$ cat config.mk
export PLATFORM = sky130hd
export DESIGN_NAME = lsu_top
export DESIGN_NICKNAME = d
export VERILOG_FILES = /design/src/lsu_pkg.sv /design/src/lsu_top.sv /design/src/lsu_rdata_align.sv /design/src/lsu_access_seq.sv /design/src/lsu_req_align.sv
export VERILOG_INCLUDE_DIRS = /design/src
export SDC_FILE = /design/constraint.sdc
export NUM_CORES = 1
export LEC_CHECK = 0
export BUFFER_PORTS_ARGS = -buffer_cell sky130_fd_sc_hd__buf_4
export CORE_MARGIN = 2
export CORE_UTILIZATION = 40
export CTS_CLUSTER_SIZE = 20
export DETAILED_ROUTE_END_ITERATION = 10
export PLACE_DENSITY = 0.82
export SLEW_MARGIN = 10
export SYNTH_ARGS = -nofsm -noshare
export SYNTH_HDL_FRONTEND = slang
export SYNTH_SLANG_ARGS = --single-unit
$ cat constraint.sdc
create_clock -name clk_i -period 2.3 [get_ports clk_i]
set_clock_uncertainty 0.05 [all_clocks]
set_input_delay 0.46 -clock clk_i [delete_from_list [all_inputs] [get_ports clk_i]]
set_output_delay 0.46 -clock clk_i [all_outputs]
set_load 0.02 [all_outputs]
$ cat src/lsu_settings.svh
/*
  widths of the load store unit, a 32-bit bus with byte enables only
  changing these alone does not make a wider unit: lane logic assumes 4 bytes
*/
`ifndef LSU_SETTINGS_SVH
`define LSU_SETTINGS_SVH

////////////////////////////////
// bus geometry
////////////////////////////////

`define LSU_ADDR_W 32 // byte address
`define LSU_DATA_W 32 // one bus word

// derived from the data width, kept explicit for the package
`define LSU_BE_W   4  // one enable per byte lane
`define LSU_OFFS_W 2  // byte offset inside a word

`endif
$ cat src/lsu_pkg.sv
/*
  shared types of the load store unit
  access size codes follow the core decoder: 00 word, 01 half, 1x byte
*/
`default_nettype none

`include "lsu_settings.svh"

package lsu_pkg;

  typedef logic [`LSU_DATA_W-1:0] lsu_word_t; // data or address word
  typedef logic [`LSU_BE_W-1:0]   lsu_be_t;   // byte enables
  typedef logic [`LSU_OFFS_W-1:0] lsu_offs_t; // byte offset in a word

  // access size, two codes for byte as the decoder leaves bit 0 free
  typedef enum logic [1:0] {
    LSU_WORD    = 2'b00,
    LSU_HALF    = 2'b01,
    LSU_BYTE    = 2'b10,
    LSU_BYTE_HI = 2'b11
  } lsu_type_e;

  // request from the execute stage, held until data_valid
  typedef struct packed {
    logic                   we;       // store when set
    lsu_type_e              dtype;    // access size
    logic                   sign_ext; // sign-extend loads
    lsu_word_t              wdata;    // store data, unrotated
    logic [`LSU_ADDR_W-1:0] addr;     // byte address
  } lsu_ex_req_t;

  // fields sampled by the bus on a grant
  typedef struct packed {
    logic [`LSU_ADDR_W-1:0] addr;  // always word aligned
    logic                   we;
    lsu_be_t                be;
    lsu_word_t              wdata; // already on its byte lanes
  } lsu_bus_req_t;

  // what the read side must remember of an access
  typedef struct packed {
    lsu_offs_t offs;
    lsu_type_e dtype;
    logic      sign_ext;
  } lsu_ctrl_t;

endpackage

`default_nettype wire

$ cat src/lsu_top.sv
/*
  load store unit between the execute stage and a req/gnt/rvalid data bus
  misaligned accesses go out as two word-aligned bus requests
*/
`timescale 1ns/1ps
`default_nettype none

module lsu_top (
  input  wire                       clk_i,
  input  wire                       rst_ni,
  // execute stage
  input  wire                       data_req_ex_i,
  input  wire lsu_pkg::lsu_ex_req_t ex_req_i,
  output lsu_pkg::lsu_word_t        data_rdata_ex_o,
  output logic                      addr_incr_req_o,
  output lsu_pkg::lsu_word_t        addr_last_o,     // trap value
  output logic                      data_valid_o,
  output logic                      load_err_o,
  output logic                      store_err_o,
  output logic                      busy_o,
  // data bus
  output logic                      data_req_o,
  input  wire                       data_gnt_i,
  input  wire                       data_rvalid_i,
  input  wire                       data_err_i,
  input  wire lsu_pkg::lsu_word_t   data_rdata_i,
  output lsu_pkg::lsu_bus_req_t     bus_req_o
);

  import lsu_pkg::*;

  logic      split;
  logic      second_part;
  logic      ctrl_update;
  logic      rdata_update;
  lsu_ctrl_t ctrl;

  lsu_req_align u_req_align (
    .ex_req_i      (ex_req_i),
    .second_part_i (second_part),
    .addr_last_i   (addr_last_o),  // first part offset during the second part
    .bus_req_o     (bus_req_o),
    .split_o       (split)
  );

  lsu_access_seq u_access_seq (
    .clk_i           (clk_i),
    .rst_ni          (rst_ni),
    .data_req_ex_i   (data_req_ex_i),
    .ex_req_i        (ex_req_i),
    .split_i         (split),
    .data_gnt_i      (data_gnt_i),
    .data_rvalid_i   (data_rvalid_i),
    .data_err_i      (data_err_i),
    .data_req_o      (data_req_o),
    .addr_incr_req_o (addr_incr_req_o),
    .data_valid_o    (data_valid_o),
    .load_err_o      (load_err_o),
    .store_err_o     (store_err_o),
    .busy_o          (busy_o),
    .second_part_o   (second_part),
    .ctrl_update_o   (ctrl_update),
    .ctrl_o          (ctrl),
    .rdata_update_o  (rdata_update),
    .addr_last_o     (addr_last_o)
  );

  lsu_rdata_align u_rdata_align (
    .clk_i          (clk_i),
    .rst_ni         (rst_ni),
    .data_rdata_i   (data_rdata_i),
    .ctrl_update_i  (ctrl_update),
    .ctrl_i         (ctrl),
    .rdata_update_i (rdata_update),
    .rdata_o        (data_rdata_ex_o)
  );

endmodule

`default_nettype wire

$ cat src/lsu_rdata_align.sv
/*
  read side of the load store unit
  rdata_o is only meaningful in the cycle of the final rvalid
  the beat register holds lanes 1..3 of the first beat of a split load
*/
`timescale 1ns/1ps
`default_nettype none

`include "lsu_settings.svh"

module lsu_rdata_align (
  input  wire                     clk_i,
  input  wire                     rst_ni,
  input  wire lsu_pkg::lsu_word_t data_rdata_i,   // current bus beat
  input  wire                     ctrl_update_i,  // first part granted
  input  wire lsu_pkg::lsu_ctrl_t ctrl_i,
  input  wire                     rdata_update_i, // first beat of a split load
  output lsu_pkg::lsu_word_t      rdata_o
);

  import lsu_pkg::*;

  lsu_ctrl_t   ctrl_q;
  logic [31:8] rdata_q;   // lane 0 of the first beat is never needed
  lsu_word_t   word_al;   // realigned word
  logic [15:0] half_sel;
  logic [7:0]  byte_sel;

  always_ff @(posedge clk_i or negedge rst_ni) begin
    if (!rst_ni) begin
      ctrl_q <= '0;
    end else if (ctrl_update_i) begin
      ctrl_q <= ctrl_i;
    end
  end

  always_ff @(posedge clk_i) begin
    if (rdata_update_i) begin
      rdata_q <= data_rdata_i[31:8];
    end
  end

  ////////////////////////////////
  // lane selection
  ////////////////////////////////

  // split words take the high lanes of the first beat as their low bytes
  always_comb begin
    unique case (ctrl_q.offs)
      2'd0:    word_al = data_rdata_i;
      2'd1:    word_al = {data_rdata_i[7:0], rdata_q[31:8]};
      2'd2:    word_al = {data_rdata_i[15:0], rdata_q[31:16]};
      2'd3:    word_al = {data_rdata_i[23:0], rdata_q[31:24]};
      default: word_al = data_rdata_i;
    endcase
  end

  always_comb begin
    unique case (ctrl_q.offs)
      2'd0:    half_sel = data_rdata_i[15:0];
      2'd1:    half_sel = data_rdata_i[23:8];
      2'd2:    half_sel = data_rdata_i[31:16];
      2'd3:    half_sel = {data_rdata_i[7:0], rdata_q[31:24]}; // the only split half
      default: half_sel = data_rdata_i[15:0];
    endcase
  end

  assign byte_sel = data_rdata_i[{ctrl_q.offs, 3'b000} +: 8]; // bytes never split

  ////////////////////////////////
  // extension
  ////////////////////////////////

  always_comb begin
    unique case (ctrl_q.dtype)
      LSU_WORD: rdata_o = word_al;
      LSU_HALF: rdata_o = {{16{ctrl_q.sign_ext & half_sel[15]}}, half_sel};
      LSU_BYTE, LSU_BYTE_HI: begin
        rdata_o = {{24{ctrl_q.sign_ext & byte_sel[7]}}, byte_sel};
      end
      default: rdata_o = word_al;
    endcase
  end

endmodule

`default_nettype wire

$ cat src/lsu_access_seq.sv
/*
  sequencer of the load store unit, one access at a time
  up to two bus items in flight; responses must come back in order
  the execute stage must keep its request steady until data_valid_o
*/
`timescale 1ns/1ps
`default_nettype none

module lsu_access_seq (
  input  wire                       clk_i,
  input  wire                       rst_ni,
  input  wire                       data_req_ex_i,
  input  wire lsu_pkg::lsu_ex_req_t ex_req_i,
  input  wire                       split_i,        // from the request side
  input  wire                       data_gnt_i,
  input  wire                       data_rvalid_i,
  input  wire                       data_err_i,     // only with rvalid
  output logic                      data_req_o,
  output logic                      addr_incr_req_o, // core to present next word
  output logic                      data_valid_o,
  output logic                      load_err_o,
  output logic                      store_err_o,
  output logic                      busy_o,
  output logic                      second_part_o,
  output logic                      ctrl_update_o,   // read side loads ctrl_o
  output lsu_pkg::lsu_ctrl_t        ctrl_o,
  output logic                      rdata_update_o,  // read side keeps first beat
  output lsu_pkg::lsu_word_t        addr_last_o
);

  import lsu_pkg::*;

  typedef enum logic [2:0] {
    IDLE, WAIT_GNT_MIS, WAIT_RVALID_MIS, WAIT_GNT, WAIT_RVALID, WAIT_RVALID_DONE
  } ls_state_e;

  ls_state_e state_q, state_d;
  logic      mis_q, mis_d;       // second part is being handled
  logic      err_q, err_d;       // first part came back with an error
  logic      we_q;               // store in flight
  logic      addr_update;
  logic      err_any;            // error of the completing access
  lsu_word_t addr_last_q;

  // control of the access as presented, only sampled on a first-part grant
  assign ctrl_o.offs     = ex_req_i.addr[1:0];
  assign ctrl_o.dtype    = ex_req_i.dtype;
  assign ctrl_o.sign_ext = ex_req_i.sign_ext;

  ////////////////////////////////
  // state machine
  ////////////////////////////////

  always_comb begin
    state_d         = state_q;
    mis_d           = mis_q;
    err_d           = err_q;
    data_req_o      = 1'b0;
    addr_incr_req_o = 1'b0;
    data_valid_o    = 1'b0;
    addr_update     = 1'b0;
    ctrl_update_o   = 1'b0;
    rdata_update_o  = 1'b0;
    err_any         = 1'b0;

    unique case (state_q)
      IDLE: begin
        if (data_req_ex_i) begin
          data_req_o = 1'b1;  // straight through, no cycle lost
          err_d      = 1'b0;
          if (data_gnt_i) begin
            ctrl_update_o = 1'b1;
            addr_update   = 1'b1;
            mis_d         = split_i;
            state_d       = split_i ? WAIT_RVALID_MIS : WAIT_RVALID;
          end else begin
            state_d       = split_i ? WAIT_GNT_MIS : WAIT_GNT;
          end
        end
      end

      WAIT_GNT_MIS: begin
        data_req_o = 1'b1;
        if (data_gnt_i) begin
          ctrl_update_o = 1'b1;
          addr_update   = 1'b1;
          mis_d         = 1'b1;
          state_d       = WAIT_RVALID_MIS;
        end
      end

      // first part out, second part requested while waiting for its beat
      WAIT_RVALID_MIS: begin
        data_req_o      = 1'b1;
        addr_incr_req_o = 1'b1;
        if (data_rvalid_i) begin
          err_d          = data_err_i;
          rdata_update_o = ~we_q;
          addr_update    = data_gnt_i & ~data_err_i; // keep the failing address
          state_d        = data_gnt_i ? WAIT_RVALID : WAIT_GNT;
        end else if (data_gnt_i) begin
          state_d = WAIT_RVALID_DONE; // both parts in flight
        end
      end

      WAIT_GNT: begin
        data_req_o      = 1'b1;
        addr_incr_req_o = mis_q;
        if (data_gnt_i) begin
          ctrl_update_o = ~mis_q; // the second part shows a word base offset
          addr_update   = ~err_q;
          state_d       = WAIT_RVALID;
        end
      end

      WAIT_RVALID: begin
        if (data_rvalid_i) begin
          data_valid_o = 1'b1;
          err_any      = err_q | data_err_i; // either part
          mis_d        = 1'b0;
          state_d      = IDLE;
        end
      end

      // second part granted before the first beat returned
      WAIT_RVALID_DONE: begin
        addr_incr_req_o = 1'b1; // keeps the second address on the bus side
        if (data_rvalid_i) begin
          err_d          = data_err_i;
          addr_update    = ~data_err_i;
          rdata_update_o = ~we_q;
          state_d        = WAIT_RVALID;
        end
      end

      default: state_d = IDLE;
    endcase
  end

  ////////////////////////////////
  // registers
  ////////////////////////////////

  always_ff @(posedge clk_i or negedge rst_ni) begin
    if (!rst_ni) begin
      state_q <= IDLE;
      mis_q   <= 1'b0;
      err_q   <= 1'b0;
    end else begin
      state_q <= state_d;
      mis_q   <= mis_d;
      err_q   <= err_d;
    end
  end

  always_ff @(posedge clk_i or negedge rst_ni) begin
    if (!rst_ni) begin
      we_q <= 1'b0;
    end else if (ctrl_update_o) begin
      we_q <= ex_req_i.we;
    end
  end

  // trap value and base for the second part
  always_ff @(posedge clk_i or negedge rst_ni) begin
    if (!rst_ni) begin
      addr_last_q <= '0;
    end else if (addr_update) begin
      addr_last_q <= ex_req_i.addr;
    end
  end

  assign addr_last_o   = addr_last_q;
  assign second_part_o = mis_q;
  assign load_err_o    = err_any & ~we_q;
  assign store_err_o   = err_any & we_q;
  assign busy_o        = (state_q != IDLE);

endmodule

`default_nettype wire

$ cat src/lsu_req_align.sv
/*
  request side of the load store unit, purely combinational
  in the second part of a split access the core presents the word base of the
  next word, so the lane offset is taken from the last granted address instead
*/
`timescale 1ns/1ps
`default_nettype none

`include "lsu_settings.svh"

module lsu_req_align (
  input  wire lsu_pkg::lsu_ex_req_t  ex_req_i,      // held by the execute stage
  input  wire                        second_part_i, // second half of a split access
  input  wire lsu_pkg::lsu_word_t    addr_last_i,   // address of the first part
  output lsu_pkg::lsu_bus_req_t      bus_req_o,
  output logic                       split_o        // access crosses a word boundary
);

  import lsu_pkg::*;

  lsu_offs_t offs_ex;   // offset as presented now
  lsu_offs_t offs;      // offset of the whole access
  lsu_be_t   be;
  lsu_word_t wdata_rot;

  assign offs_ex = ex_req_i.addr[`LSU_OFFS_W-1:0];
  assign offs    = second_part_i ? addr_last_i[`LSU_OFFS_W-1:0] : offs_ex;

  ////////////////////////////////
  // byte enables
  ////////////////////////////////

  always_comb begin
    unique case (ex_req_i.dtype)
      LSU_WORD: begin
        if (!second_part_i) begin
          be = lsu_be_t'({`LSU_BE_W{1'b1}} << offs);   // upper lanes of first word
        end else begin
          be = lsu_be_t'(~({`LSU_BE_W{1'b1}} << offs)); // spill into low lanes
        end
      end
      LSU_HALF: begin
        if (!second_part_i) begin
          be = lsu_be_t'(4'b0011 << offs); // offset 3 keeps only lane 3
        end else begin
          be = 4'b0001;                     // only a half at offset 3 gets here
        end
      end
      LSU_BYTE, LSU_BYTE_HI: begin
        be = lsu_be_t'(4'b0001 << offs);    // never split
      end
      default: be = '0;
    endcase
  end

  ////////////////////////////////
  // store data lanes
  ////////////////////////////////

  // rotate left by whole bytes, both parts see the same rotated word
  always_comb begin
    unique case (offs)
      2'd0:    wdata_rot = ex_req_i.wdata;
      2'd1:    wdata_rot = {ex_req_i.wdata[23:0], ex_req_i.wdata[31:24]};
      2'd2:    wdata_rot = {ex_req_i.wdata[15:0], ex_req_i.wdata[31:16]};
      2'd3:    wdata_rot = {ex_req_i.wdata[7:0], ex_req_i.wdata[31:8]};
      default: wdata_rot = ex_req_i.wdata;
    endcase
  end

  assign bus_req_o.addr  = {ex_req_i.addr[`LSU_ADDR_W-1:`LSU_OFFS_W], {`LSU_OFFS_W{1'b0}}};
  assign bus_req_o.we    = ex_req_i.we;
  assign bus_req_o.be    = be;
  assign bus_req_o.wdata = wdata_rot;

  // words off the word base and halves in the last lane need two bus beats
  assign split_o = ((ex_req_i.dtype == LSU_WORD) && (offs_ex != '0)) ||
                   ((ex_req_i.dtype == LSU_HALF) && (offs_ex == 2'd3));

endmodule

`default_nettype wire

==> flow_summary.json <==
{
  "synthArstFlopShare": 0.6418,
  "insertion_delay_ns": 0.34,
  "post-dp-hpwl_mm": 12.18,
  "overflow": 0,
  "grt_first_pass_wirelength_mm": 28.64,
  "htree_levels": 3,
  "wl_per_cell_um": 19.73,
  "synth_area_per_cell_um2": 9.397,
  "ys_warn_count": 0,
  "remaining_drc_errors": 9,
  "core-area_mm2": 0.01324,
  "yosysSeqAreaShare": 0.3319,
  "path_cells": "mux2i_2 > inv_2 > ha_4 > buf_12 > a222oi_1 > a21oi_1 > buf_4",
  "timing.hold.ws_ns": 0.05316,
  "dpl-instance-area_mm2": 0.007462,
  "crit_buf_inv": 3,
  "postRouteAntennaNets": 0,
  "clkTransAtPathRegs_ns": 0.06,
  "rows": 42,
  "synth_flop_cell": "dfrtp_1",
  "cts_buffers": 9,
  "grt_setup_unrepaired": "true",
  "worstPathRequired_ns": 1.79,
  "die_area_mm2": 0.01448,
  "max_freq_mhz": 377.3,
  "fin_crit_sh": 1.152,
  "ys_seq_elements": 67,
  "cp-start-kind": "flop",
  "clock_sink_count": 67,
  "wl_mm": 19.59,
  "leakagePower_nw": 3.894,
  "cap_violations": 0,
  "hold_class": "in -> async",
  "crit_path_end_kind": "output port",
  "die_h_um": 120.3,
  "worst_slack_ns": -0.3501,
  "outcome": "finished, violations left",
  "nets": 925,
  "worst_ir_drop_vdd_v": 0.0009028,
  "syn_inst": 576,
  "start_util": 0.4087,
  "cpLargestDelayFamily": "compound AO/OA/AOI/OAI gates",
  "diodes": 0,
  "syn_to_final_growth_pct": 61.35,
  "grt_pass1_vias": 5629,
  "synth_edf_count": 24,
  "grt_use_total": 0.2457,
  "reg2reg_from": "u_access_seq.state_q[1]",
  "synth_area_mm2": 0.005413,
  "rr_endpoint": "u_access_seq.addr_last_o[15]",
  "worstPathArrival_ns": 2.14,
  "setup_violations": 68,
  "ios": 245,
  "tightest_slew_ns": 0.5519,
  "stdcell_area_mm2": 0.008733,
  "worst_slew_margin_rel": 0.6321,
  "drive_gt1_frac": 0.5900,
  "r2r_setup_slack_ns": 0.40,
  "cp_slowest_cell": "dfrtp_2",
  "port_buffers": 242,
  "grt_start_max_net_pins": 44,
  "ys_types": 53,
  "cts-root-buf": "clkbuf_16",
  "antenna_found_initial": 0,
  "die_w_um": 120.3,
  "p_per_area_mw_per_mm2": 1663,
  "worst_r2r_path_depth": 5,
  "slowest_delay_ns": 0.42,
  "dp_slack_ns": -0.1330,
  "violations": "DRC, setup timing",
  "cts_tree": "yes",
  "crit_type": "reg -> out",
  "gp_congestion": 0.8753,
  "clockBufferDepth": 2,
  "vias_per_cell": 5.905,
  "vias": 5864,
  "drtPass1Iterations": 11,
  "cp_max_fo": 9,
  "finalHoldViolCount": 0,
  "slew_viol_final": 0,
  "drt_iter0_markers": 739,
  "period_minus_slack_ns": 2.650
}
-- power breakdown --
part | switching (mW) | leakage (nW) | internal [mW] | total, mW
registers | 0.339 | 0.722 | 1.71 | 2.05
clock network | 0.535 | 0.137 | 0.764 | 1.30
logic | 5.74 | 3.04 | 5.44 | 11.2
-- worst max path at each step --
stage / slack, ns / start / depth (start not counted) / endpoint
after floorplan: -0.1 / u_access_seq.second_part_o / 9 / bus_req_o[32]
after global placement: -0.1 / ex_req_i[0] / 8 / bus_req_o[10]
after detailed placement: -0.13 / ex_req_i[0] / 8 / bus_req_o[2]
after CTS: -0.37 / u_access_seq.second_part_o / 7 / bus_req_o[1]
after global routing: -0.49 / u_access_seq.second_part_o / 7 / bus_req_o[6]
final: -0.35 / u_access_seq.second_part_o / 7 / bus_req_o[1]
-- worst reg2reg max path: cells and delay by family, from the launching register on --
family | cells | cell delay, ns
AOI/OAI and AO/OA | 2 | 0.44
muxes | 1 | 0.33
and+or+nand+nor | 1 | 0.21
DFF | 1 | 0.56
buffers and inverters | 1 | 0.20
-- Yosys cell counts, types with 2 or more instances --
| library cell | number | share of area |
|---|---|---|
| nor2b_1 | 9 | 0.010 |
| o21ai_0 | 44 | 0.041 |
| o21ai_1 | 11 | 0.010 |
| edfxtp_1 | 24 | 0.13 |
| a222oi_1 | 32 | 0.059 |
| nand3_1 | 5 | 0.0046 |
| a221oi_2 | 10 | 0.028 |
| a21oi_1 | 40 | 0.037 |
| o22a_1 | 2 | 0.0032 |
| o31ai_1 | 10 | 0.014 |
| mux4_2 | 9 | 0.037 |
| a32o_1 | 7 | 0.013 |
| a22o_1 | 7 | 0.011 |
| mux2_2 | 51 | 0.11 |
| a21o_1 | 10 | 0.014 |
| buf_2 | 15 | 0.014 |
| mux2i_1 | 6 | 0.011 |
| clkbuf_1 | 36 | 0.025 |
| nor2_1 | 53 | 0.037 |
| dfrtp_1 | 43 | 0.20 |
| mux2_1 | 10 | 0.021 |
| inv_1 | 31 | 0.021 |
| nand2_1 | 23 | 0.016 |
| a31oi_1 | 2 | 0.0023 |
| nor3_1 | 2 | 0.0018 |
| ha_1 | 7 | 0.016 |
| o21bai_1 | 2 | 0.0028 |
| buf_4 | 34 | 0.047 |
| nand2b_1 | 2 | 0.0023 |
| buf_6 | 2 | 0.0042 |
| a221oi_1 | 14 | 0.023 |
| buf_1 | 2 | 0.0014 |
-- logic make-up after synthesis --
kind of cell	synth area share
AOI/OAI and AO/OA	0.2714
xor gates and xnor gates	0.001618
adders and majority gates	0.01803
buffers and inverters	0.1167
DFF	0.3319
muxes	0.1755
other	0.0006928
and+or+nand+nor	0.08414
-- state kept, by name (all words and copies together) (netlist names) --
signal	cells
u_access_seq.state_q	3
u_rdata_align.rdata_q	24
u_access_seq.addr_last_o	32
u_access_seq.we_q	1
u_access_seq.err_q	1
u_access_seq.second_part_o	1
u_rdata_align.ctrl_q	5
-- cell usage in the layout (no fill, tap or decap), types with 3 or more instances in the layout --
cell type  instances
nand2_1           21
dfrtp_1           37
nand3_1            5
nor2_1            47
mux2_1            10
inv_4              3
o31ai_2            4
a21o_1            10
a32o_1             6
dfrtp_2            6
bufbuf_16          4
mux2i_2            3
nor2b_1            6
nor2_4             4
clkbuf_16         12
o21ai_2            5
o31ai_1            5
mux2_2            36
edfxtp_1          24
ha_4               4
inv_1             28
a222oi_1          32
a221oi_2          21
o21ai_0           35
buf_8              3
o21ai_1           15
a221oi_4           3
a22o_1             7
a21oi_2           21
mux4_2             9
buf_12             9
a21oi_1           18
mux2i_1            3
mux2_4            15
buf_6             42
buf_4            252
-- stage by stage --
stage                     total power [mW]  cells  TNS (ns)  utilization
after global placement               10.84    947    -2.504       0.5635
final                                14.53    993    -18.01       0.6595
after global routing                 15.23    993    -23.00       0.6595
after floorplan                      7.684    577    -1.257            -
after CTS                            13.71    984    -16.75       0.6358
after detailed placement             10.99    947    -3.702       0.5635
-- cell type report --
class | count | area, um2
Multi-Input combinational cell | 389 | 3487
Clock buffer | 11 | 242.7
Tap cell | 176 | 220.2
Fill cell | 991 | 4509
Inverter | 31 | 118.9
Clock inverter | 5 | 37.54
Sequential cell | 67 | 1804
Timing Repair Buffer | 314 | 2823
-- what timing repair did --
item                                    4_1_cts  5_1_grt
endpoints found under the setup margin       68       69
pin swaps                                    34       50
resized for setup                           105       46
setup buffers                                14        7
gates cloned                                  7        4
hold buffers                                  0        0
-- layer usage --
layer | track usage | share of wire | vias to the layer above
li1 | - | - | 2639
met1 | 0.3062 | 0.38 | 2820
met2 | 0.4208 | 0.51 | 356
met3 | 0.06604 | 0.092 | 49
met4 | 0.06613 | 0.019 | 0
met5 | 0 | 0 | -
Power figures use the tool's default switching activity.
